File: src/verilog/memPkg.sv
package memPkg;

   // MIPS store opcodes
   localparam logic [5:0] opSb  = 6'h28;
   localparam logic [5:0] opSh  = 6'h29;
   localparam logic [5:0] opSw  = 6'h2b;

   // MIPS load opcodes
   localparam logic [5:0] opLb  = 6'h20;
   localparam logic [5:0] opLh  = 6'h21;
   localparam logic [5:0] opLw  = 6'h23;
   localparam logic [5:0] opLbu = 6'h24;
   localparam logic [5:0] opLhu = 6'h25;

   localparam int wordW = 32;

   // top nibble of the address picks the region
   localparam int nibbleDataBit  = 0;
   localparam int nibbleInstrBit = 1;

   // boot region flag in the pc
   localparam int pcBootBit = 30;

   function automatic logic isStore(input logic [5:0] op);
      return op inside {opSb, opSh, opSw};
   endfunction

   function automatic logic isLoad(input logic [5:0] op);
      return op inside {opLb, opLbu, opLh, opLhu, opLw};
   endfunction

endpackage

File: src/verilog/loadExtract.sv
module loadExtract (
   input  logic                     clk,
   input  logic                     rstN,
   input  logic                     loadReq,
   input  logic [5:0]               opcode,
   input  logic [1:0]               byteOffset,
   input  logic [memPkg::wordW-1:0] rData,
   output logic [memPkg::wordW-1:0] loadData,
   output logic                     loadValid
);
   import memPkg::*;

   logic             reqQ;
   logic [5:0]       opQ;
   logic [1:0]       offQ;
   logic [7:0]       selByte;
   logic [15:0]      selHalf;
   logic [wordW-1:0] extWord;

   always_ff @(posedge clk) begin
      if (!rstN) begin
         reqQ <= 1'b0;
      end else begin
         reqQ <= loadReq;
      end
   end

   // held alongside the request, lines up with the memory read
   always_ff @(posedge clk) begin
      if (loadReq) begin
         opQ  <= opcode;
         offQ <= byteOffset;
      end
   end

   assign selByte = rData[wordW-8-8*offQ +: 8];   // offset 0 is 31:24
   assign selHalf = offQ[1] ? rData[15:0] : rData[31:16];

   always_comb begin
      case (opQ)
         opLb:    extWord = {{(wordW-8){selByte[7]}}, selByte};
         opLbu:   extWord = {{(wordW-8){1'b0}}, selByte};
         opLh:    extWord = {{(wordW-16){selHalf[15]}}, selHalf};
         opLhu:   extWord = {{(wordW-16){1'b0}}, selHalf};
         default: extWord = rData;                   // lw
      endcase
   end

   assign loadData  = (reqQ && isLoad(opQ)) ? extWord : '0;
   assign loadValid = reqQ;

   validLowAfterReset: assert property (@(posedge clk) $rose(rstN) |-> !loadValid)
      else $error("loadValid high right after reset release");

endmodule

File: config.mk
export PLATFORM = sky130hd
export DESIGN_NAME = loadExtract
export DESIGN_NICKNAME = d
export VERILOG_FILES = /design/src/verilog/memPkg.sv /design/src/verilog/loadExtract.sv
export SDC_FILE = /design/constraint.sdc
export NUM_CORES = 1
export LEC_CHECK = 0
export BUFFER_PORTS_ARGS = -buffer_cell sky130_fd_sc_hd__buf_2
export CORE_ASPECT_RATIO = 0.6
export CORE_MARGIN = 1
export CORE_UTILIZATION = 35
export CTS_CLUSTER_DIAMETER = 50
export DETAILED_ROUTE_END_ITERATION = 7
export PLACE_DENSITY_LB_ADDON = 0.1
export SLEW_MARGIN = 30
export SYNTH_ARGS = -nofsm -noshare
export SYNTH_HDL_FRONTEND = slang
export SYNTH_SLANG_ARGS = --single-unit
export TNS_END_PERCENT = 5
File: constraint.sdc
create_clock -name clk -period 1.6 [get_ports clk]
set_clock_uncertainty 0.2 [all_clocks]
set_input_delay 0.08 -clock clk [delete_from_list [all_inputs] [get_ports clk]]
set_output_delay 0.08 -clock clk [all_outputs]
set_load 0.01 [all_outputs]
After elaboration in Yosys (flattened, before gate mapping)
Cells that the tools add are included.
{"block": "totals", "word_cells": 15, "reg_bits": 9}
{"block": "op_classes", "n_reduce_logical": 2, "n_addsub": 1, "shift": 1, "n_mux": 3, "n_eq_ne": 5}
{"op": "32-bit one-hot mux with 4 select lines", "count": 1}
{"op": "32-bit by 33-bit indexed part select with 8-bit output", "count": 1}
{"op": "32-bit two-way mux", "count": 1}
{"op": "6-bit equality test (second input constant)", "count": 5}
{"op": "16-bit two-way mux", "count": 1}
{"op": "5-bit by 5-bit subtractor with 6-bit output (first input constant)", "count": 1}
{"op": "5-bit nonzero test", "count": 1}
{"op": "1-bit logical AND", "count": 1}

Longest topological paths before layout
{"block": "depth", "ltp_word": 4, "depth_mapped": 5, "depth_no_buf": 3}

Worst setup path after synthesis
Ideal clock, no wire load.
{"block": "synth_path", "path_type": "register to output", "startpoint": "register opQ[4]", "endpoint": "output port loadData[21] (netlist bit)", "arrival_time_ns": 1.486, "stages_incl_launch_ff": 5, "path_buffers": 1, "t_required_ns": 1.320, "setup_slack_ns": -0.166, "cell_sequence": "edfxtp_1 -> and4bb_2 -> o211ai_1 -> clkbuf_1 -> a211oi_1"}
{"block": "synth_between", "elab_chain_cells": 4, "elab_cells_between_ends": 9, "classes_between": "eq/ne (5); mux (2); reduce/logical (2)"}
{"element": "start, declared", "line_no": "loadExtract.sv:14", "rtl": "logic [5:0] opQ;"}
{"element": "start signal, assigned", "line_no": "loadExtract.sv:31", "rtl": "opQ <= opcode;"}
{"element": "6-bit equality test (on tied branches)", "line_no": "memPkg.sv:29, loadExtract.sv:40"}
{"element": "5-bit nonzero test", "line_no": "memPkg.sv:29", "rtl": "return op inside {opLb, opLbu, opLh, opLhu, opLw};"}
{"element": "1-bit logical AND", "line_no": "loadExtract.sv:49", "rtl": "assign loadData = (reqQ && isLoad(opQ)) ? extWord : '0;"}
{"element": "32-bit two-way mux *", "line_no": "loadExtract.sv:49"}
{"element": "end, declared", "line_no": "loadExtract.sv:8", "rtl": "output logic [memPkg::wordW-1:0] loadData,"}
Every way passes the cells marked *; elsewhere a longest branch is shown, timed or not.

Worst setup path in the final report
{"block": "layout_path", "startpoint": "register opQ[4]", "endpoint": "output port loadData[24] (netlist bit)"}
The elaborated chain is that of the path after synthesis.

==> run summary <==
Commonest register cell after synthesis -> edfxtp_1
Die H -> 45.57 um
Total Wirelength -> 4.431 mm
Die Span X -> 74.62 um
Top Usage Layer GRT -> met2
CP max FO -> 16
Dpl cell area -> 1773 um^2
Clock transition at the registers of the reported paths -> 50 ps
CP Launch Type -> register
Via density -> 5.421
Clock share of power -> 27.7%
Post-synth ARST share -> 0%
Global-route wire length before repair -> 6.389 mm
Total number of vias -> 1507
H-tree levels -> 1
Met3 global-route usage -> 6.637%
Worst slew pin tran -> 376.4 ps
DRC Markers -> 0
Critical Path RT -> 1320 ps
Fin Setup TNS -> -15270 ps
Bufs on Longest Clock Path -> 2
Final #Nets -> 280
Max transition margin -> 74.91%
Number of CTS-inserted buffers -> 3
Clock root buffer -> clkbuf_8
Most numerous cell in the Yosys netlist -> a211oi_1
Final hold vios -> 0
Global Route met2 Usage -> 41.62%
Area share of the largest cell type after synthesis -> 21.69%
Area contributors post-synth -> edfxtp_1 (22%), a211oi_1 (21%), nor2_1 (8.5%)
Met1 Usage GRT -> 35.58%
Total GRT Usage -> 25.95%
Leakage -> 0.8986 nW
Synth top cells by count -> a211oi_1 (31), nor2_1 (25), nand2_1 (9)
Combinational group share of total power -> 41.1%
Initial cell density of the core -> 37.58%
Final WS setup -> -519.0 ps
Worst path cell trace -> or4b_4 > a21oi_4 > buf_12 > a211oi_2 > buf_2
Hpwl dp -> 3.301 mm
Synth unique cells -> 29
Grt total ovfl -> 0
Final ANT Viol Nets -> 0
RSZ-0062 raised after global routing -> true
Number of global-route vias before repair -> 1309
Core outline area -> 2947 um^2
Cell Rows -> 15
Area Overhead vs Synth -> 80.45%
Layout fillers -> 240
Minimum clock period -> 2119 ps
Largest area contributor in the netlist -> edfxtp_1
Delay-heaviest family, CP -> simple AND/OR/NAND/NOR gates
Buf+Inv Stages, Crit Path -> 2
Ant diodes -> 0
Layout cells sized above 1 -> 63.14%
Die area -> 3400 um^2
Crit Path Class -> register to output port
Hold Path End -> opQ[4]
Ports -> 76
Synthesized flop and latch total -> 9
Sw Share -> 32.34%
Failing checks -> setup timing
Multi-input gate area -> 884.6 um^2
Worst EP arrival -> 1840 ps
Critical Path Max Stage Delay -> 580 ps
Placer Congestion -> 0.8400
Post-route cell area -> 1998 um^2
Ys Warns -> 0
DRT Pass-1 Iters -> 4
Max Fclk -> 471.9 MHz
Post-Syn Nets -> 178
Max Cap Viol -> 0
Cell at the slowest stage of the critical path -> or4b_4
Power Dens Cells -> 481.3 nW/um^2
Post-synthesis sequential area ratio -> 23.50%
Utilization after layout -> 67.81%
Fin. max-slew vios -> 0
Post-Synthesis Cells -> 135
Internal power -> 650.7 uW
Reg area -> 260.3 um^2
CP Capture Type -> output port
Final setup fails -> 32
Synth Cell Area -> 1107 um^2
Status -> finished, violations left
Synthesized area per cell -> 8.202 um^2
Hold WS -> 7.050 ps
Peak supply drop -> 0.6059 mV
EDFF count, synth -> 8
Worst hold path cell count -> 1
DR iter-0 viols -> 69
Setup WS pre-CTS -> -334.7 ps
Hold Crit Start -> loadReq
Initial antenna violation count -> 0
Port buffer count -> 75
P_sw -> 311.1 uW
HP Class -> input pin to register
Wire per inst -> 15.94 um
CTS tree -> done
Final worst path period share -> 132.4%
Largest net degree at the start of global routing -> 17
CTS sink count -> 9
Register share of total power -> 31.3%
## worst max path at each step
| stage | slack [ps] | cells past startpoint | endpoint | from |
|---|---|---|---|---|
| after floorplan | -160 | 5 | loadData[19] | opQ[1] |
| after global placement | -250 | 6 | loadData[8] | opQ[1] |
| after detailed placement | -330 | 6 | loadData[11] | opQ[3] |
| after CTS | -510 | 5 | loadData[24] | opQ[3] |
| after global routing | -600 | 7 | loadData[11] | opQ[4] |
| final | -520 | 5 | loadData[24] | opQ[4] |
## power by group through the flow
stage          logic [mW]  clock network, mW  registers, mW
5_1_grt             0.419              0.288          0.302
4_1_cts             0.380              0.271          0.300
2_1_floorplan       0.186                  0          0.292
3_5_place_dp        0.348                  0          0.303
6_report            0.395              0.266          0.301
3_3_place_gp        0.337                  0          0.300
## through the flow
| stage | instances | power (mW) |
|---|---|---|
| 2_1_floorplan | 135 | 0.4778 |
| 3_3_place_gp | 262 | 0.6377 |
| 3_5_place_dp | 262 | 0.6508 |
| 4_1_cts | 277 | 0.9506 |
| 5_1_grt | 278 | 1.009 |
| 6_report | 278 | 0.9618 |
## state kept, by name, indices dropped and copies added (netlist names)
name,flops
offQ,2
opQ,6
loadValid,1
## cells in the final DEF (no fill, tap or decap)
cell / synthesis / layout
buf_2: 6 / 75
nor2_1: 25 / 25
a211oi_2: 0 / 20
buf_4: 1 / 15
a211oi_1: 31 / 11
nand2_1: 9 / 9
dlygate4sd3_1: 0 / 9
mux2_2: 8 / 8
mux2i_1: 8 / 8
edfxtp_1: 8 / 8
or2_2: 7 / 7
a21oi_1: 7 / 7
buf_12: 0 / 6
clkbuf_8: 0 / 3
buf_6: 2 / 3
inv_1: 2 / 2
o21ai_1: 2 / 2
or4b_4: 1 / 1
a21oi_4: 1 / 1
mux4_2: 1 / 1
nand2_2: 1 / 1
nor4b_4: 0 / 1
and4bb_2: 1 / 1
o211ai_1: 1 / 1
nor3_2: 0 / 1
nor2b_1: 1 / 1
a21oi_2: 1 / 1
or3b_4: 0 / 1
o32ai_1: 1 / 1
nor3_1: 2 / 1
nor2_2: 1 / 1
and2_1: 1 / 1
clkinv_2: 0 / 1
dfxtp_1: 1 / 1
buf_8: 0 / 1
## area by class of cell
| type | count | share of cell area, % |
|---|---|---|
| clock inverters | 1 | 0.2505 |
| flip-flops and latches | 9 | 13.02 |
| well taps | 42 | 2.630 |
| clock buffers | 3 | 2.066 |
| multi-input cells | 112 | 44.27 |
| inverters | 2 | 0.3757 |
| repair buffers | 109 | 37.38 |
## cell families after synthesis
| logic type | Yosys count | synth area share [%] |
|---|---|---|
| AO/OA/AOI/OAI | 44 | 28.81 |
| AND/OR/NAND/NOR | 51 | 23.16 |
| flip-flops | 9 | 23.50 |
| buffers and inverters | 14 | 7.119 |
| multiplexers | 17 | 17.40 |
## layer usage
metal | part of all wire [%] | routed length (um)
met5 | 0 | 0
met4 | 0.63 | 28
met3 | 8.1 | 359
met2 | 45 | 1993
met1 | 46 | 2050
## timing repair
| action | in CTS | in global routing |
|---|---|---|
| setup endpoints to repair | 32 | 32 |
| gates resized for setup | 9 | 7 |
| endpoints found under the hold margin | 9 | 0 |
| cloned | 1 | 0 |
| hold buffers | 9 | 0 |
| pin swaps | 11 | 1 |
| buffers inserted | 1 | 1 |
(Power assumes the default switching activity.)
