File: src/verilog/memPkg.sv
package memPkg;

   // MIPS store opcodes
   localparam logic [5:0] opSb  = 6'h28;
   localparam logic [5:0] opSh  = 6'h29;
   localparam logic [5:0] opSw  = 6'h2b;

   // MIPS load opcodes
   localparam logic [5:0] opLb  = 6'h20;
   localparam logic [5:0] opLh  = 6'h21;
   localparam logic [5:0] opLw  = 6'h23;
   localparam logic [5:0] opLbu = 6'h24;
   localparam logic [5:0] opLhu = 6'h25;

   localparam int wordW = 32;

   // top nibble of the address picks the region
   localparam int nibbleDataBit  = 0;
   localparam int nibbleInstrBit = 1;

   // boot region flag in the pc
   localparam int pcBootBit = 30;

   function automatic logic isStore(input logic [5:0] op);
      return op inside {opSb, opSh, opSw};
   endfunction

   function automatic logic isLoad(input logic [5:0] op);
      return op inside {opLb, opLbu, opLh, opLhu, opLw};
   endfunction

endpackage

File: src/verilog/storeAlign.sv
module storeAlign (
   input  logic [5:0]               opcode,
   input  logic [memPkg::wordW-1:0] storeData,
   output logic [memPkg::wordW-1:0] laneData
);
   import memPkg::*;

   localparam int byteLanes = wordW / 8;
   localparam int halfLanes = wordW / 16;

   // replicate into every lane, the write mask picks the one written
   always_comb begin
      laneData = '0;
      if (isStore(opcode)) begin
         case (opcode)
            opSb: begin
               laneData = {byteLanes{storeData[7:0]}};
            end
            opSh: begin
               laneData = {halfLanes{storeData[15:0]}};
            end
            default: begin
               laneData = storeData;            // full word
            end
         endcase
      end
   end

endmodule

File: config.mk
export PLATFORM = sky130hd
export DESIGN_NAME = storeAlign
export DESIGN_NICKNAME = d
export VERILOG_FILES = /design/src/verilog/memPkg.sv /design/src/verilog/storeAlign.sv
export SDC_FILE = /design/constraint.sdc
export NUM_CORES = 1
export LEC_CHECK = 0
export BUFFER_PORTS_ARGS = -buffer_cell sky130_fd_sc_hd__buf_2
export CAP_MARGIN = 20
export CELL_PAD_IN_SITES_DETAIL_PLACEMENT = 1
export CELL_PAD_IN_SITES_GLOBAL_PLACEMENT = 1
export CORE_ASPECT_RATIO = 2
export CORE_MARGIN = 1.5
export CORE_UTILIZATION = 20
export DETAILED_ROUTE_END_ITERATION = 8
export GPL_ROUTABILITY_DRIVEN = 0
export PLACE_DENSITY = 0.84
export SKIP_LAST_GASP = 1
export SLEW_MARGIN = 30
export SYNTH_ARGS = -nofsm -noshare
export SYNTH_HDL_FRONTEND = slang
export SYNTH_SLANG_ARGS = --single-unit
File: constraint.sdc
create_clock -name vclk -period 1.07
set_input_delay 0.107 -clock vclk [all_inputs]
set_output_delay 0.107 -clock vclk [all_outputs]
set_load 0.02 [all_outputs]
After elaboration in Yosys (flattened, before gate mapping)
Cells that the tools add are included.

storage, ports and cells
  register bits = 0
  output and inout port bits = 32
  word-level logic and storage cells = 6

cells by class
  eq/ne operators = 3
  reductions and logical operators = 1
  multiplexer cells = 2

operators by type and width
  operator                                count
  32-bit one-hot mux with 2 select lines  1
  32-bit 2-to-1 mux                       1
  6-bit == test (second input constant)   3
  3-bit nonzero test                      1

Longest topological paths before layout
Gate-level depths: netlist of the first run.

  depth after elaboration = 3
  mapped depth = 6

Worst setup path before layout of the first run
No wires, ideal clock.

  path type = in2out
  start point = input port opcode[4]
  end point = output port laneData[11] (netlist bit)
  data required time = 0.963 ns
  slack = 0.028 ns
  stages = 4
  data arrival time = 0.935 ns
  cells stage by stage = nand4bb_1 -> buf_2 -> buf_2 -> a21oi_1

between the ends
  longest elaborated chain between the ends = 3
  elaborated cells on any way between the ends = 6
  those cells by class = eq/ne: 3; mux: 2; reduce/logical: 1

ends and longest elaborated chain
  item                                                                                 line                            source
  start, declared                                                                      storeAlign.sv:2                 input logic [5:0] opcode,
  6-bit == test (on tied branches)                                                     memPkg.sv:25, storeAlign.sv:15
  32-bit one-hot mux with 2 select lines / 3-bit nonzero test (equally long branches)  storeAlign.sv:15, memPkg.sv:25
  32-bit 2-to-1 mux *                                                                  storeAlign.sv:14                if (isStore(opcode)) begin
  end, declared                                                                        storeAlign.sv:4                 output logic [memPkg::wordW-1:0] laneData

Every way passes the cells marked *; elsewhere a longest branch is shown, timed or not.

Worst setup path after layout of the first run
  start point = input port opcode[4]
  end point = output port laneData[2] (netlist bit)

between the ends
  longest elaborated chain between the ends = 3
  elaborated cells on any way between the ends = 5
  those cells by class = eq/ne: 3; mux: 1; reduce/logical: 1

ends and longest elaborated chain
  item                  line              source
  6-bit == test         memPkg.sv:25      return op inside {opSb, opSh, opSw};
  3-bit nonzero test *  memPkg.sv:25
  32-bit 2-to-1 mux *   storeAlign.sv:14

Marks and branches as above.

==> results of run 1 <==
==> per-stage QoR <==
| stage | area [µm²] | utilization [%] | hold slack [ns] | std cells | TNS (ns) |
|---|---|---|---|---|---|
| global placement | 972.2 | 35.09 | 0.5535 | 200 | -0.6828 |
| global route | 1226 | 44.26 | 0.5791 | 204 | -0.5652 |
| finish | 1226 | 44.26 | 0.5507 | 204 | -0.05033 |
| CTS | 1102 | 39.79 | 0.5630 | 202 | -0.01343 |
| detailed placement | 972.2 | 35.09 | 0.5601 | 200 | -0.9361 |
| floorplan | 581.8 | - | 0.3401 | 101 | 0 |
==> cells in the final DEF, fill, tap and decap left out, types with 2 or more instances in the layout <==
cell	count
a21oi_2	7
nand2b_1	6
nor2_1	9
buf_6	13
and2_4	10
buf_4	18
nand2_1	19
nand2_2	3
buf_12	2
buf_2	46
nor2b_1	8
a21oi_1	17
a21o_1	7
==> where the power goes <==
part           leakage, nW  switching, mW  total [mW]  internal (mW)
Clock                    0              0           0              0
Combinational        0.628          0.172       0.364          0.192
Sequential               0              0           0              0
==> tightest hold or removal path, cell delays in order <==
cell and delay [ns]:
buf_2 0.10, nand2_1 0.06, a21oi_2 0.05, buf_6 0.12
==> routing by layer <==
layer / GRT usage, % / routed length [µm] / share of wire (%) / up-vias
met5: 0 / 0 / 0 / -
met4: 1.290 / 0 / 0 / 0
met3: 0 / 141 / 4.8 / 0
met2: 32.50 / 1746 / 59 / 36
met1: 16.67 / 1077 / 36 / 465
li1: - / - / - / 483
==> cells in the mapped netlist <==
master / count / area share, %
nand2_2: 1 / 1.1
a22oi_1: 1 / 1.3
and2_4: 1 / 1.5
nor2b_1: 8 / 8.6
nand4bb_1: 1 / 1.9
nand2_1: 21 / 14
nor2_1: 9 / 5.8
mux2i_1: 1 / 1.7
or2_1: 1 / 1.1
a21o_1: 7 / 9.0
a21oi_2: 3 / 4.5
and2_1: 8 / 8.6
nand2b_1: 7 / 7.5
nor2_4: 1 / 1.9
buf_2: 4 / 3.4
inv_2: 1 / 0.64
a21oi_1: 21 / 18
buf_6: 5 / 9.7
==> repair_timing <==
| item | CTS | global route |
|---|---|---|
| hold buffers | 0 | 0 |
| setup endpoints to repair | 30 | 31 |
| resized for setup | 28 | 28 |
| gates cloned | 2 | 1 |
| buffers inserted | 0 | 1 |
| pin swaps | 10 | 16 |
==> worst paths after layout <==
check                     start            to  slack, ns  cells after the start
setup / recovery      opcode[4]   laneData[2]      -0.02                      6
hold / removal    storeData[30]  laneData[30]       0.55                      4
==> cells by family after synthesis <==
kind of cell | count (synthesis) | share of synthesized area [%]
AOI/OAI and AO/OA | 32 | 32.90
buffers and inverters | 10 | 13.76
muxes | 1 | 1.720
and+or+nand+nor | 58 | 51.61
==> layout make-up <==
| type | instances | area share (%) |
|---|---|---|
| multi-input combinational | 92 | 46.84 |
| timing repair buffer | 82 | 49.90 |
| tap | 29 | 2.959 |
| inverter | 1 | 0.3061 |
==> results.py, run 1 <==
metrics = {
    "outcome": {
        "status": "finished, violations left",
        "violations": "setup timing",
    },
    "power_and_ir_drop": {
        "leakage_nw": 0.6284,
        "power_mw": 0.3642,
        "ir_worst_vdd_mv": 0.09037,
        "powerDensity_nw_per_um2": 297.0,
    },
    "grt": {
        "grt_first_pass_wirelength_um": 3919,
        "track_usage_pct": 15.98,
        "grt_max_degree": 25,
        "first_global_vias": 894,
        "antenna_found_initial": 0,
        "overflow": 0,
    },
    "sta": {
        "min_period_over_period_pct": 101.5,
        "hold_violations": 0,
        "drv_slew": 0,
        "period_minus_slack_ns": 1.086,
        "fmax_ghz": 0.9209,
        "worst_slack_ns": -0.01587,
        "tightest_slew_ns": 0.2179,
        "finalSetupViolations": 8,
        "grt_setup_unrepaired": "yes",
        "max_slew_margin_pct": 85.44,
    },
    "route": {
        "wl_um": 2966,
        "viasPerCell": 4.824,
        "drc_errors": 0,
        "vias": 984,
        "drt_iter0_markers": 6,
        "ant_nets": 0,
        "first_pass_iters": 4,
        "route.detailed.wl_per_inst_um": 14.54,
    },
    "final_layout": {
        "antenna-diode-count": 0,
        "layout-drive-gt1-share_pct": 60.57,
        "seq_cells": 0,
        "syn2layout_area_growth_pct": 110.8,
        "clkbuf_count": 0,
        "fillers": 368,
        "nets": 215,
        "layout.area.seq_um2": 0,
        "multi_input_area_um2": 574.3,
    },
    "die": {
        "num_rows": 27,
        "start_util_pct": 21.00,
        "die_w_um": 41.14,
        "coreArea_um2": 2770,
        "die_h_um": 79.28,
        "io_pins": 70,
        "dieArea_um2": 3261,
    },
    "critical_path": {
        "endpoint_kind": "primary output",
        "cp_max_fo": 8,
        "cp_slowest_cell": "nand4bb_4",
        "cpMostUsedCell": "buf_6",
        "max_stage_delay_ns": 0.23,
        "path_class": "primary input to primary output",
        "cp-start-kind": "primary input",
        "worstPathRequired_ns": 0.96,
        "critPathTopFamily": "simple AND/OR/NAND/NOR gates",
        "arrival_ns": 0.98,
        "cp_cell_sequence": "buf_6 > nand4bb_4 > a21oi_2 > buf_6 > and2_4 > buf_6",
        "worstPathBufferInverterCount": 3,
    },
    "placed_design": {
        "place_ws_ns": -0.07958,
        "dp_hpwl_um": 2104,
        "io_buffer_count": 70,
    },
    "logic_synthesis": {
        "synth_area_um2": 581.8,
        "synth_cell_types": 18,
        "seq_area_frac_synth_pct": 0,
        "yosysWarnings": 0,
        "synth_nets": 139,
        "syn_inst": 101,
        "syn_avg_cell_area_um2": 5.760,
    },
    "job": {
        "drv_cap": 0,
    },
    "hold_path": {
        "worstHoldPathType": "primary input to primary output",
    },
}
No activity file was read; power rests on OpenSTA's default activity.
==> inputs of run 2 (changes only) <==
Settings changed: ABC_AREA set to 1, CORE_UTILIZATION 20 to 19, PLACE_DENSITY 0.84 to 0.82.
==> run 2 against run 1 <==
  * The run still ends with setup timing left
  * Total power down 9.9%
  * Die area up 9.0%
  * First-iteration DRC count rose to 2.5 times the previous value
  * Global-route usage up 1.5 points
  * Final cell count up 14%
  * Flip-flop and latch count unchanged
  * Synthesized cell count up 24%
  * Non-clock buffer count up 5
  * Critical path type unchanged
  * Largest cell class unchanged
  * Highest routed layer is now met4
==> results.py, run 2 <==
metrics = {
    "job": {
        "drv_cap": 0,
    },
    "grt": {
        "first_global_vias": 1247,
        "antenna_found_initial": 0,
        "overflow": 0,
        "grt_max_degree": 16,
        "track_usage_pct": 17.43,
        "grt_first_pass_wirelength_um": 5250,
    },
    "die": {
        "die_h_um": 82.84,
        "coreArea_um2": 3013,
        "start_util_pct": 20.10,
        "num_rows": 28,
        "io_pins": 70,
        "die_w_um": 42.92,
        "dieArea_um2": 3555,
    },
    "logic_synthesis": {
        "synth_nets": 163,
        "synth_largest_area_cell": "o211ai_1",
        "yosysTopAreaCellShare_pct": 27.27,
        "synth_cell_types": 14,
        "syn_avg_cell_area_um2": 4.845,
        "syn_inst": 125,
        "yosys-top-cells-count": "nor2_1, o211ai_1, inv_1",
        "synth_area_um2": 605.6,
        "yosysWarnings": 0,
        "yosys-top-cells-area": "o211ai_1, nor2_1, a21oi_1",
        "seq_area_frac_synth_pct": 0,
        "synth.most_common_cell": "nor2_1",
    },
    "final_layout": {
        "nets": 243,
        "seq_cells": 0,
        "layout-drive-gt1-share_pct": 55.67,
        "final_common_cell": "buf_2",
        "layout_common_cells": "buf_2, buf_4, nor2_1",
        "syn2layout_area_growth_pct": 112.2,
        "antenna-diode-count": 0,
        "layout.area.seq_um2": 0,
        "fin_util_pct": 42.65,
        "design_area_um2": 1285,
        "clkbuf_count": 0,
        "fillers": 423,
    },
    "power_and_ir_drop": {
        "ir_worst_vdd_mv": 0.1371,
        "leakage_nw": 0.7202,
        "powerDensity_nw_per_um2": 255.2,
    },
    "hold_path": {
        "min_path_cells": 4,
        "worstHoldPathType": "primary input to primary output",
    },
    "sta": {
        "max_slew_margin_pct": 85.36,
        "tightest_slew_ns": 0.2191,
        "drv_slew": 0,
        "grt_setup_unrepaired": "yes",
        "min_period_over_period_pct": 108.6,
        "holdWs_ns": 0.5521,
        "hold_violations": 0,
        "period_minus_slack_ns": 1.162,
        "finalSetupViolations": 32,
        "worst_slack_ns": -0.09168,
        "fmax_ghz": 0.8608,
    },
    "critical_path": {
        "cp_max_fo": 6,
        "worstPathRequired_ns": 0.96,
        "cp-start-kind": "primary input",
        "path_class": "primary input to primary output",
        "endpoint_kind": "primary output",
        "arrival_ns": 1.05,
    },
    "outcome": {
        "status": "finished, violations left",
        "violations": "setup timing",
    },
    "route": {
        "wl_met3_um": 166,
        "drc_errors": 0,
        "met2WireLength_um": 1719,
        "wl_um": 3002,
        "ant_nets": 0,
        "first_pass_iters": 4,
        "drt_iter0_markers": 15,
        "viasPerCell": 4.850,
        "route.detailed.wl_per_inst_um": 12.88,
        "routedLengthMet1_um": 1076,
        "top_layer_used": "met4",
        "vias": 1130,
    },
    "clock_network": {
        "cts_hold_buf": 0,
        "post-cts-setup-buffer-count": 0,
    },
    "placed_design": {
        "dpl_cell_area_um2": 1086,
        "dp_hpwl_um": 2426,
        "place_ws_ns": -0.1956,
        "io_buffer_count": 70,
    },
}
run 2: changes by cell type after synthesis, sizes merged, moves of 8 or more:
cell	change
a21oi	-10
inv	+18
nand2	-14
nor2b	-8
and2	-9
nor2	+33
o211ai	+22
nand3	+9
run 2: path summary, 6_finish.rpt:
| path | start | endpoint | slack [ns] |
|---|---|---|---|
| worst max-delay path | opcode[2] | laneData[12] | -0.09 |
| worst min-delay path | storeData[6] | laneData[6] | 0.55 |
run 2: metal layers:
| metal | global-route usage [%] | up-vias |
|---|---|---|
| li1 | - | 573 |
| met1 | 17.89 | 511 |
| met5 | 0 | - |
| met2 | 35.54 | 42 |
| met4 | 1.989 | 0 |
| met3 | 2.174 | 4 |
run 2: logic make-up (layout without fill, tap and decap cells):
group	Yosys count	in the layout	synth area share [%]
AO/OA/AOI/OAI	37	37	39.67
AND/OR/NAND/NOR	60	60	41.12
buffers and inverters	28	106	19.22
run 2: report_power, final:
part | switching, mW | internal [mW]
Combinational | 0.180 | 0.148
Clock | 0 | 0
Sequential | 0 | 0
run 2: repair_timing:
| item | 4_1_cts | 5_1_grt |
|---|---|---|
| resized for setup | 47 | 12 |
| hold endpoints to repair | 0 | 0 |
| pin swaps | 16 | 1 |
| cloned | 2 | 0 |
| endpoints found under the setup margin | 32 | 32 |
run 2: metrics by stage:
step | instances | setup TNS [ns] | power [mW]
floorplan | 125 | -0.3959 | 0.1294
global placement | 231 | -2.079 | 0.2790
detailed placement | 231 | -3.591 | 0.2821
CTS | 233 | -2.999 | 0.3147
global route | 233 | -4.668 | 0.3604
finish | 233 | -2.003 | 0.3280
run 2: worst max-delay path, cell delays in order:
cell and delay (ns):
buf_8 0.10, clkinv_4 0.04, nand2_4 0.04, nor2_4 0.21, buf_2 0.19, o211ai_1 0.08, a21oi_1 0.13, buf_4 0.16
run 2: area by class of cell:
class | count | area [µm²] | area share, %
Inverter | 19 | 78.83 | 6.134
Multi-Input combinational cell | 97 | 573.1 | 44.60
Tap cell | 30 | 37.54 | 2.921
Timing Repair Buffer | 87 | 595.6 | 46.35
