$ cat src/verilog/memPkg.sv
package memPkg;

   // MIPS store opcodes
   localparam logic [5:0] opSb  = 6'h28;
   localparam logic [5:0] opSh  = 6'h29;
   localparam logic [5:0] opSw  = 6'h2b;

   // MIPS load opcodes
   localparam logic [5:0] opLb  = 6'h20;
   localparam logic [5:0] opLh  = 6'h21;
   localparam logic [5:0] opLw  = 6'h23;
   localparam logic [5:0] opLbu = 6'h24;
   localparam logic [5:0] opLhu = 6'h25;

   localparam int wordW = 32;

   // top nibble of the address picks the region
   localparam int nibbleDataBit  = 0;
   localparam int nibbleInstrBit = 1;

   // boot region flag in the pc
   localparam int pcBootBit = 30;

   function automatic logic isStore(input logic [5:0] op);
      return op inside {opSb, opSh, opSw};
   endfunction

   function automatic logic isLoad(input logic [5:0] op);
      return op inside {opLb, opLbu, opLh, opLhu, opLw};
   endfunction

endpackage

$ cat src/verilog/writeEnCtr.sv
module writeEnCtr (
   input  logic [5:0]               opcode,
   input  logic [1:0]               byteOffset,
   input  logic [memPkg::wordW-1:0] aluOut,
   input  logic                     stall,
   input  logic [memPkg::wordW-1:0] pc,
   output logic [3:0]               dataWe,
   output logic [3:0]               instrWe
);
   import memPkg::*;

   logic [3:0] topNibble;
   logic       isDataMem;
   logic       isInstrMem;
   logic       bootPc;
   logic [3:0] sizeMask;

   assign topNibble = aluOut[wordW-1 -: 4];

   // nibble 3 hits both regions
   assign isDataMem  = (topNibble[3:2] == 2'b00) && topNibble[nibbleDataBit];
   assign isInstrMem = (topNibble[3:2] == 2'b00) && topNibble[nibbleInstrBit];
   assign bootPc     = pc[pcBootBit];    // executing from boot region

   // lane mask by store size and offset
   always_comb begin
      sizeMask = 4'b0000;
      if (isStore(opcode)) begin
         case (opcode)
            opSb: begin
               sizeMask = 4'b1000 >> byteOffset;   // big-endian byte
            end
            opSh: begin
               if (byteOffset[1]) begin
                  sizeMask = 4'b0011;
               end else begin
                  sizeMask = 4'b1100;
               end
            end
            default: begin
               sizeMask = 4'b1111;                 // sw
            end
         endcase
      end
   end

   // a stalled store reaches neither memory
   assign dataWe  = (!stall && isDataMem) ? sizeMask : 4'b0000;
   assign instrWe = (!stall && isInstrMem && bootPc) ? sizeMask : 4'b0000;

endmodule
$ cat config.mk
export PLATFORM = sky130hd
export DESIGN_NAME = writeEnCtr
export DESIGN_NICKNAME = d
export VERILOG_FILES = /design/src/verilog/memPkg.sv /design/src/verilog/writeEnCtr.sv
export SDC_FILE = /design/constraint.sdc
export NUM_CORES = 1
export LEC_CHECK = 0
export ABC_AREA = 1
export BUFFER_PORTS_ARGS = -buffer_cell sky130_fd_sc_hd__buf_2
export CAP_MARGIN = 0
export CORE_AREA = 5 5 42 44
export DETAILED_ROUTE_END_ITERATION = 10
export DIE_AREA = 0 0 47 49
export PLACE_DENSITY = 0.79
export SLEW_MARGIN = 20
export SYNTH_ARGS = -nofsm -noshare
export SYNTH_HDL_FRONTEND = slang
export SYNTH_SLANG_ARGS = --single-unit
$ cat constraint.sdc
create_clock -name vclk -period 0.82
set_input_delay 0.123 -clock vclk [all_inputs]
set_output_delay 0.123 -clock vclk [all_outputs]
set_load 0.03 [all_outputs]
### After elaboration in Yosys (flattened, before gate mapping)

Index checks and enable logic that the tools add are counted.
Widths: inputs -> output; s select.

| storage, ports and cells | value |
|---|---|
| register bits | 0 |
| input port bits | 73 |
| output and inout bits | 8 |
| logic and storage cells | 17 |

| cells by class | value |
|---|---|
| eq/ne operators | 3 |
| shift operators | 1 |
| muxes and demuxes | 5 |
| reductions and logical operators | 8 |

Operator list:

| kind | count |
|---|---|
| $eq 6x6->1 const B | 3 |
| $mux 4 | 4 |
| $pmux 4 s2 | 1 |
| $logic_and 1x1->1 | 5 |
| $shr 4x2->4 const A | 1 |
| $reduce_bool 3->1 | 1 |
| $logic_not 2->1 | 1 |
| $logic_not 1->1 | 1 |

### Longest topological paths before layout

Gate-level depths: netlist of the first run.

| depth | value |
|---|---|
| word-level depth | 5 |
| mapped depth | 7 |
| mapped depth without buffers | 7 |

### Worst setup path before layout of the first run

OpenSTA, ideal clock, no wires.

| timing | value |
|---|---|
| kind | input port to output port |
| start point | input opcode[2] |
| end point | output dataWe[0] |
| arrival time | 0.970 ns |
| required time | 0.697 ns |
| slack | -0.273 ns |
| stages | 5 |
| buffers on the path | 0 |
| cell sequence | inv_2 > nand2_2 > nor2_2 > o211ai_2 > a21oi_1 |

| between the ends | value |
|---|---|
| longest elaborated chain between the ends | 4 |
| elaborated cells on any way between the ends | 7 |
| classes of those cells | 3 x eq/ne; 3 x mux; 1 x reduce/logical |

Ends and longest elaborated chain:

| element | line | text |
|---|---|---|
| from (decl) | writeEnCtr.sv:2 | `input logic [5:0] opcode,` |
| $eq 6x6->1, on equally long branches | memPkg.sv:25, writeEnCtr.sv:29 |  |
| $pmux 4 s2 or $reduce_bool 3->1 (tied branches) | writeEnCtr.sv:29, memPkg.sv:25 |  |
| $mux 4 * | writeEnCtr.sv:28 | `if (isStore(opcode)) begin` |
| $mux 4 * | writeEnCtr.sv:48 | `assign dataWe = (!stall && isDataMem) ? sizeMask : 4'b0000;` |
| to (decl) | writeEnCtr.sv:7 | `output logic [3:0] dataWe,` |

Every way passes the cells marked *; elsewhere a longest branch is shown, timed or not.

### Worst setup path after layout of the first run

| timing | value |
|---|---|
| start point | input opcode[2] |
| end point | output dataWe[1] |

Same word-level chain as after synthesis.

==> results of run 1 <==
stage by stage:
| stage | hold slack [ps] | util | instances | setup WS, ps |
|---|---|---|---|---|
| finish | 697 | 0.414 | 86 | -307 |
| CTS | 706 | 0.409 | 85 | -321 |
| floorplan | 507 | - | 42 | -149 |
| global route | 756 | 0.414 | 86 | -371 |
| detailed placement | 732 | 0.338 | 84 | -475 |
| global placement | 738 | 0.338 | 84 | -437 |
layout by cell type (no fill, tap or decap):
cell type / instances
inv_4: 1
nand2_1: 5
inv_6: 1
nor2_1: 3
buf_12: 1
a21oi_4: 4
buf_4: 4
nand3_1: 3
inv_1: 5
nand2_4: 2
nor2_4: 3
nor2_2: 1
inv_8: 1
nand4_1: 3
inv_12: 1
buf_6: 12
inv_2: 4
nand3_2: 4
o211ai_2: 1
buf_2: 11
power groups by stage:
stage                     Clock (mW)  Combinational (mW)  Sequential [mW]
after floorplan                    0              0.0608                0
after global placement             0               0.129                0
after detailed placement           0               0.132                0
after CTS                          0               0.151                0
after global routing               0               0.163                0
final                              0               0.151                0
per-layer routing:
layer / vias to the layer above / share of wire / global-route usage
met5: - / 0 / 0
met2: 11 / 0.54 / 0.140
met3: 0 / 0.098 / 0.0185
met1: 148 / 0.36 / 0.0848
met4: 0 / 0 / 0
li1: 189 / - / -
repair_timing:
| item | 4_1_cts | 5_1_grt |
|---|---|---|
| endpoints found under the setup margin | 8 | 8 |
| gates cloned | 0 | 0 |
| resized for setup | 26 | 0 |
| pin swaps | 9 | 2 |
| buffers inserted | 1 | 1 |
| hold buffers | 0 | 0 |
cell families after synthesis:
kind of cell	synth area share
AND/OR/NAND/NOR	0.613
buffers and inverters	0.232
AO/OA/AOI/OAI	0.155
layout make-up:
class | instances | area [um^2]
fill | 149 | 821
inverter | 13 | 76.3
multi-input combinational | 29 | 244
tap | 16 | 20.0
timing repair buffer | 28 | 240
worst paths after layout:
kind	startpoint	endpoint	cells after the start
hold / removal	aluOut[29]	instrWe[3]	6
setup / recovery	opcode[2]	dataWe[1]	8
==> qor.csv, run 1 <==
stage,metric,value,unit
routing,routed vias/inst,4.05,
global_routing,Overflow after GRT,0,
timing,max_slew headroom,0.815,
synthesis,number of synthesis warnings,0,
timing,final worst path period share,1.37,
global_routing,vias in the first global route,360,
timing,Final setup viols,8,
routing,"antenna viol nets, final",0,
power,combinational share of power,1.000,
floorplanning,Die Wd,47,um
power,switching pwr,0.0787,mW
timing,slew at the pin closest to its max-slew limit,277,ps
power,Reg power frac,0,
hold_path,Hold Crit Class,in -> out,
finish,Nets,145,
global_routing,first-pass GRT wire length,1380,um
worst_setup_path,crit path DAT,1000,ps
placement,Final Wtd Congestion,0.679,
worst_setup_path,maximum fanout along the worst path,4,
run_status,failing checks,negative setup slack,
finish,synthesis-to-layout area growth,176,%
routing,drt initial violations,2,
finish,combined flip-flop and latch cell area,0,um^2
floorplanning,initial core utilization,0.150,
timing,Final Hold Viols,0,
synthesis,fraction of the yosys area taken by sequential cells,0,
synthesis,top-count cell post-synth,inv_1,
synthesis,Yosys top cell area share,0.196,
power,peak supply drop,0.112,mV
synthesis,"Avg Cell Area, Syn",5.00,um^2
worst_setup_path,Top delay family on crit path,buffers and inverters,
worst_setup_path,CP Class,in -> out,
timing,Slew Limit Fails,0,
synthesis,Area contributors post-synth,"inv_1, nand3_1, nor2_4",
power,Power Density,261,mW/mm^2
timing,f_max,0.887,GHz
global_routing,largest net degree at the start of global routing,7,
job,Max Cap Viol,0,
worst_setup_path,WP buf/inv,4,
floorplanning,Die ar.,0.00230,mm^2
synthesis,most common library cells after synthesis,"inv_1, nand3_1, nand2_1",
run_status,run status,"complete, but fails checks",
routing,DRT Wirelength,825,um
routing,WL per Instance,9.59,um
timing,Tmin final,1130,ps
global_routing,initial antenna violation count,0,
synthesis,"area leader, netlist",inv_1,
routing,First-pass DRT Iterations,3,
floorplanning,Core Region,0.00140,mm^2
power,clock power share,0,
power,PnR Total Power,0.151,mW
floorplanning,DIE HEIGHT,49,um
finish,FFs & Latches,0,
routing,# DRC,0,
worst_setup_path,Worst path max stage delay,160,ps
global_routing,Tot GR Track Use,0.0744,
routing,Via Count,348,
power,Switching Share,0.520,
worst_setup_path,CP Capture Type,primary output,
finish,fraction of layout instances using a drive strength above 1,0.729,
floorplanning,cell row count,14,
placement,IO Port Bufs,22,
synthesis,cells after synthesis,42,
synthesis,net count after synthesis,115,
worst_setup_path,most used cell along the critical path,buf_6,
worst_setup_path,Setup crit start kind,input port,
worst_setup_path,Crit-path slowest cell,buf_12,
timing,PnR worst setup slack,-307,ps
timing,RSZ-0062 raised after global routing,yes,
finish,post-route cell area,581,um^2
power,Leak Pwr,0.304,nW
finish,CLK BUF,0,
finish,ant diodes,0,
timing,Sum Neg Setup Slack,-2200,ps
synthesis,Post-Syn Area,210,um^2
placement,HPWL Detailed,672,um
placement,cell area after placement,473,um^2
worst_setup_path,critical path required time,700,ps
worst_setup_path,crit-path cells,buf_6 > inv_4 > nand2_4 > nor2_2 > o211ai_2 > buf_12 > a21oi_4 > buf_6,
power,internal power,0.0727,mW
synthesis,Yosys cell types,11,
floorplanning,number of primary I/O pins,81,
No activity file was read; power rests on OpenSTA's default activity.
==> inputs of run 2 (changes only) <==
--- a/config.mk
+++ b/config.mk
@@ -6,12 +6,12 @@
 export NUM_CORES = 1
 export LEC_CHECK = 0
 export ABC_AREA = 1
-export BUFFER_PORTS_ARGS = -buffer_cell sky130_fd_sc_hd__buf_2
 export CAP_MARGIN = 0
 export CORE_AREA = 5 5 42 44
 export DETAILED_ROUTE_END_ITERATION = 10
 export DIE_AREA = 0 0 47 49
-export PLACE_DENSITY = 0.79
+export DONT_BUFFER_PORTS = 1
+export PLACE_DENSITY = 0.3
 export SLEW_MARGIN = 20
 export SYNTH_ARGS = -nofsm -noshare
 export SYNTH_HDL_FRONTEND = slang
==> constraint.sdc (replaced) <==
create_clock -name vclk -period 1.1
set_input_delay 0.165 -clock vclk [all_inputs]
set_output_delay 0.165 -clock vclk [all_outputs]
set_load 0.03 [all_outputs]
==> qor.csv, run 2 (same netlist as run 1, synthesis figures left out) <==
stage,metric,value,unit,change
run_status,run status,"finished, final reports clean",,
floorplanning,initial core utilization,0.150,,unchanged
hold_path,Hold Crit Start,byteOffset[1],,
floorplanning,number of primary I/O pins,81,,unchanged
timing,max_slew headroom,0.842,,+0.0275
power,switching pwr,0.0264,mW,-66%
power,combinational share of power,1.000,,about the same
routing,routed vias/inst,4.24,,+4.8%
routing,"antenna viol nets, final",0,,unchanged
placement,Final Wtd Congestion,0.596,,-12%
floorplanning,DIE HEIGHT,49,um,unchanged
routing,DRT Wirelength,646,um,-22%
power,Leak Pwr,0.160,nW,-47%
timing,PnR worst setup slack,60.7,ps,+368 ps
floorplanning,Die ar.,0.00230,mm^2,unchanged
hold_path,Hold Crit Class,in -> out,,
worst_setup_path,CP Class,in -> out,,
power,PnR Total Power,0.0432,mW,-71%
placement,cell area after placement,260,um^2,-45%
finish,Nets,121,,-17%
global_routing,Overflow after GRT,0,,unchanged
timing,Fin Hold WS,620,ps,-77.2 ps
finish,synthesis-to-layout area growth,39.3,%,
worst_setup_path,Setup crit start kind,input port,,
timing,Slew Limit Fails,0,,unchanged
worst_setup_path,maximum fanout along the worst path,4,,unchanged
routing,met3 WL,116,um,+43%
worst_setup_path,CP Capture Type,primary output,,
routing,WL met1,276,um,-7.4%
finish,fraction of layout instances using a drive strength above 1,0.413,,-0.316
routing,drt initial violations,1,,-1
floorplanning,Core Region,0.00140,mm^2,unchanged
worst_setup_path,Crit-path slowest cell,a21oi_1,,
finish,FFs & Latches,0,,unchanged
finish,combined flip-flop and latch cell area,0,um^2,unchanged
power,Power Density,147,mW/mm^2,-43%
timing,Sum Neg Setup Slack,0,ps,+2200 ps
placement,IO Port Bufs,0,,-100%
placement,dpl ws,40.7,ps,+516 ps
hold_path,WHS Path Cells,3,,-3
floorplanning,cell row count,14,,unchanged
routing,# DRC,0,,unchanged
finish,"commonest non-fill, non-tap cell in the layout",nand3_1,,
placement,HPWL Detailed,567,um,-16%
finish,"commonest non-fill, non-tap cells in the layout","nand3_1, inv_1, nand2_1",,
worst_setup_path,crit-path cells,inv_6 > nand2_4 > nor2_4 > nand4_1 > a21oi_1 > buf_4,,
power,Reg power frac,0,,unchanged
timing,Final setup viols,0,,-8
timing,f_max,0.962,GHz,
worst_setup_path,Top delay family on crit path,simple AND/OR/NAND/NOR gates,,
global_routing,vias in the first global route,239,,-34%
routing,Via Count,263,,-24%
power,clock power share,0,,unchanged
timing,Tmin final,1040,ps,
worst_setup_path,WP buf/inv,2,,-2
worst_setup_path,Worst path max stage delay,170,ps,about the same
worst_setup_path,critical path required time,940,ps,+240 ps
cts,Setup Buffers After CTS,0,,-1
global_routing,initial antenna violation count,0,,unchanged
global_routing,first-pass GRT wire length,979,um,-29%
finish,post-route cell area,293,um^2,-50%
timing,Final Hold Viols,0,,unchanged
routing,First-pass DRT Iterations,2,,-1
finish,ant diodes,0,,unchanged
timing,final worst path period share,0.945,,
routing,WL met2,253,um,-43%
worst_setup_path,crit path DAT,870,ps,-130 ps
routing,WL per Instance,10.4,um,+8.6%
global_routing,largest net degree at the start of global routing,8,,+1
finish,CLK BUF,0,,unchanged
timing,slew at the pin closest to its max-slew limit,236,ps,-41.2 ps
job,Max Cap Viol,0,,unchanged
power,peak supply drop,0.0321,mV,-71%
power,Switching Share,0.611,,+0.0913
routing,top routing layer used,met3,,
floorplanning,Die Wd,47,um,unchanged
power,internal power,0.0168,mW,-77%
global_routing,Tot GR Track Use,0.0519,,-0.0225
hold_path,Hold Path End,dataWe[0],,
-- run 2: cell count changes in the layout (fill, tap and decap cells not counted), sizes merged --
| cell | before | now |
|---|---|---|
| buf | 28 | 4 |
-- run 2: layer usage --
| layer | GRT usage | up-vias |
|---|---|---|
| met5 | 0 | - |
| met1 | 0.0739 | 106 |
| met3 | 0.0258 | 0 |
| met2 | 0.0747 | 16 |
| met4 | 0 | 0 |
| li1 | - | 141 |
-- run 2: cell type report --
class                      instances  area [um^2]
timing repair buffer               4         33.8
inverter                          13         63.8
tap                               16         20.0
multi-input combinational         29          175
fill                             167         1110
-- run 2: what timing repair did --
item,in CTS,in global routing
hold endpoints to repair,0,0
hold buffers,0,0
gates resized for setup,0,16
setup endpoints to repair,0,8
-- run 2: how the worst max path moves through the flow --
stage | startpoint | to | slack, ps | cells past startpoint
final | opcode[0] | instrWe[0] | 60 | 6
after floorplan | opcode[2] | dataWe[0] | -80 | 5
after CTS | opcode[0] | dataWe[3] | 40 | 7
after global routing | opcode[0] | instrWe[0] | -2 | 6
after global placement | opcode[2] | dataWe[3] | 40 | 7
after detailed placement | opcode[0] | dataWe[3] | 40 | 7
-- run 2: tightest hold or removal path, stage by stage --
cell and delay, ps:
nand4_1 90, a21oi_2 70, buf_6 130
-- run 2: power by group through the flow --
stage	Clock, mW	Combinational (mW)	Sequential, mW
floorplan	0	0.0314	0
global placement	0	0.0358	0
detailed placement	0	0.0360	0
CTS	0	0.0360	0
global route	0	0.0481	0
finish	0	0.0432	0
-- run 2: stage by stage --
stage          utilization  std cells
2_1_floorplan            -         42
3_3_place_gp         0.186         62
3_5_place_dp         0.186         62
4_1_cts              0.186         62
5_1_grt              0.209         62
6_report             0.209         62
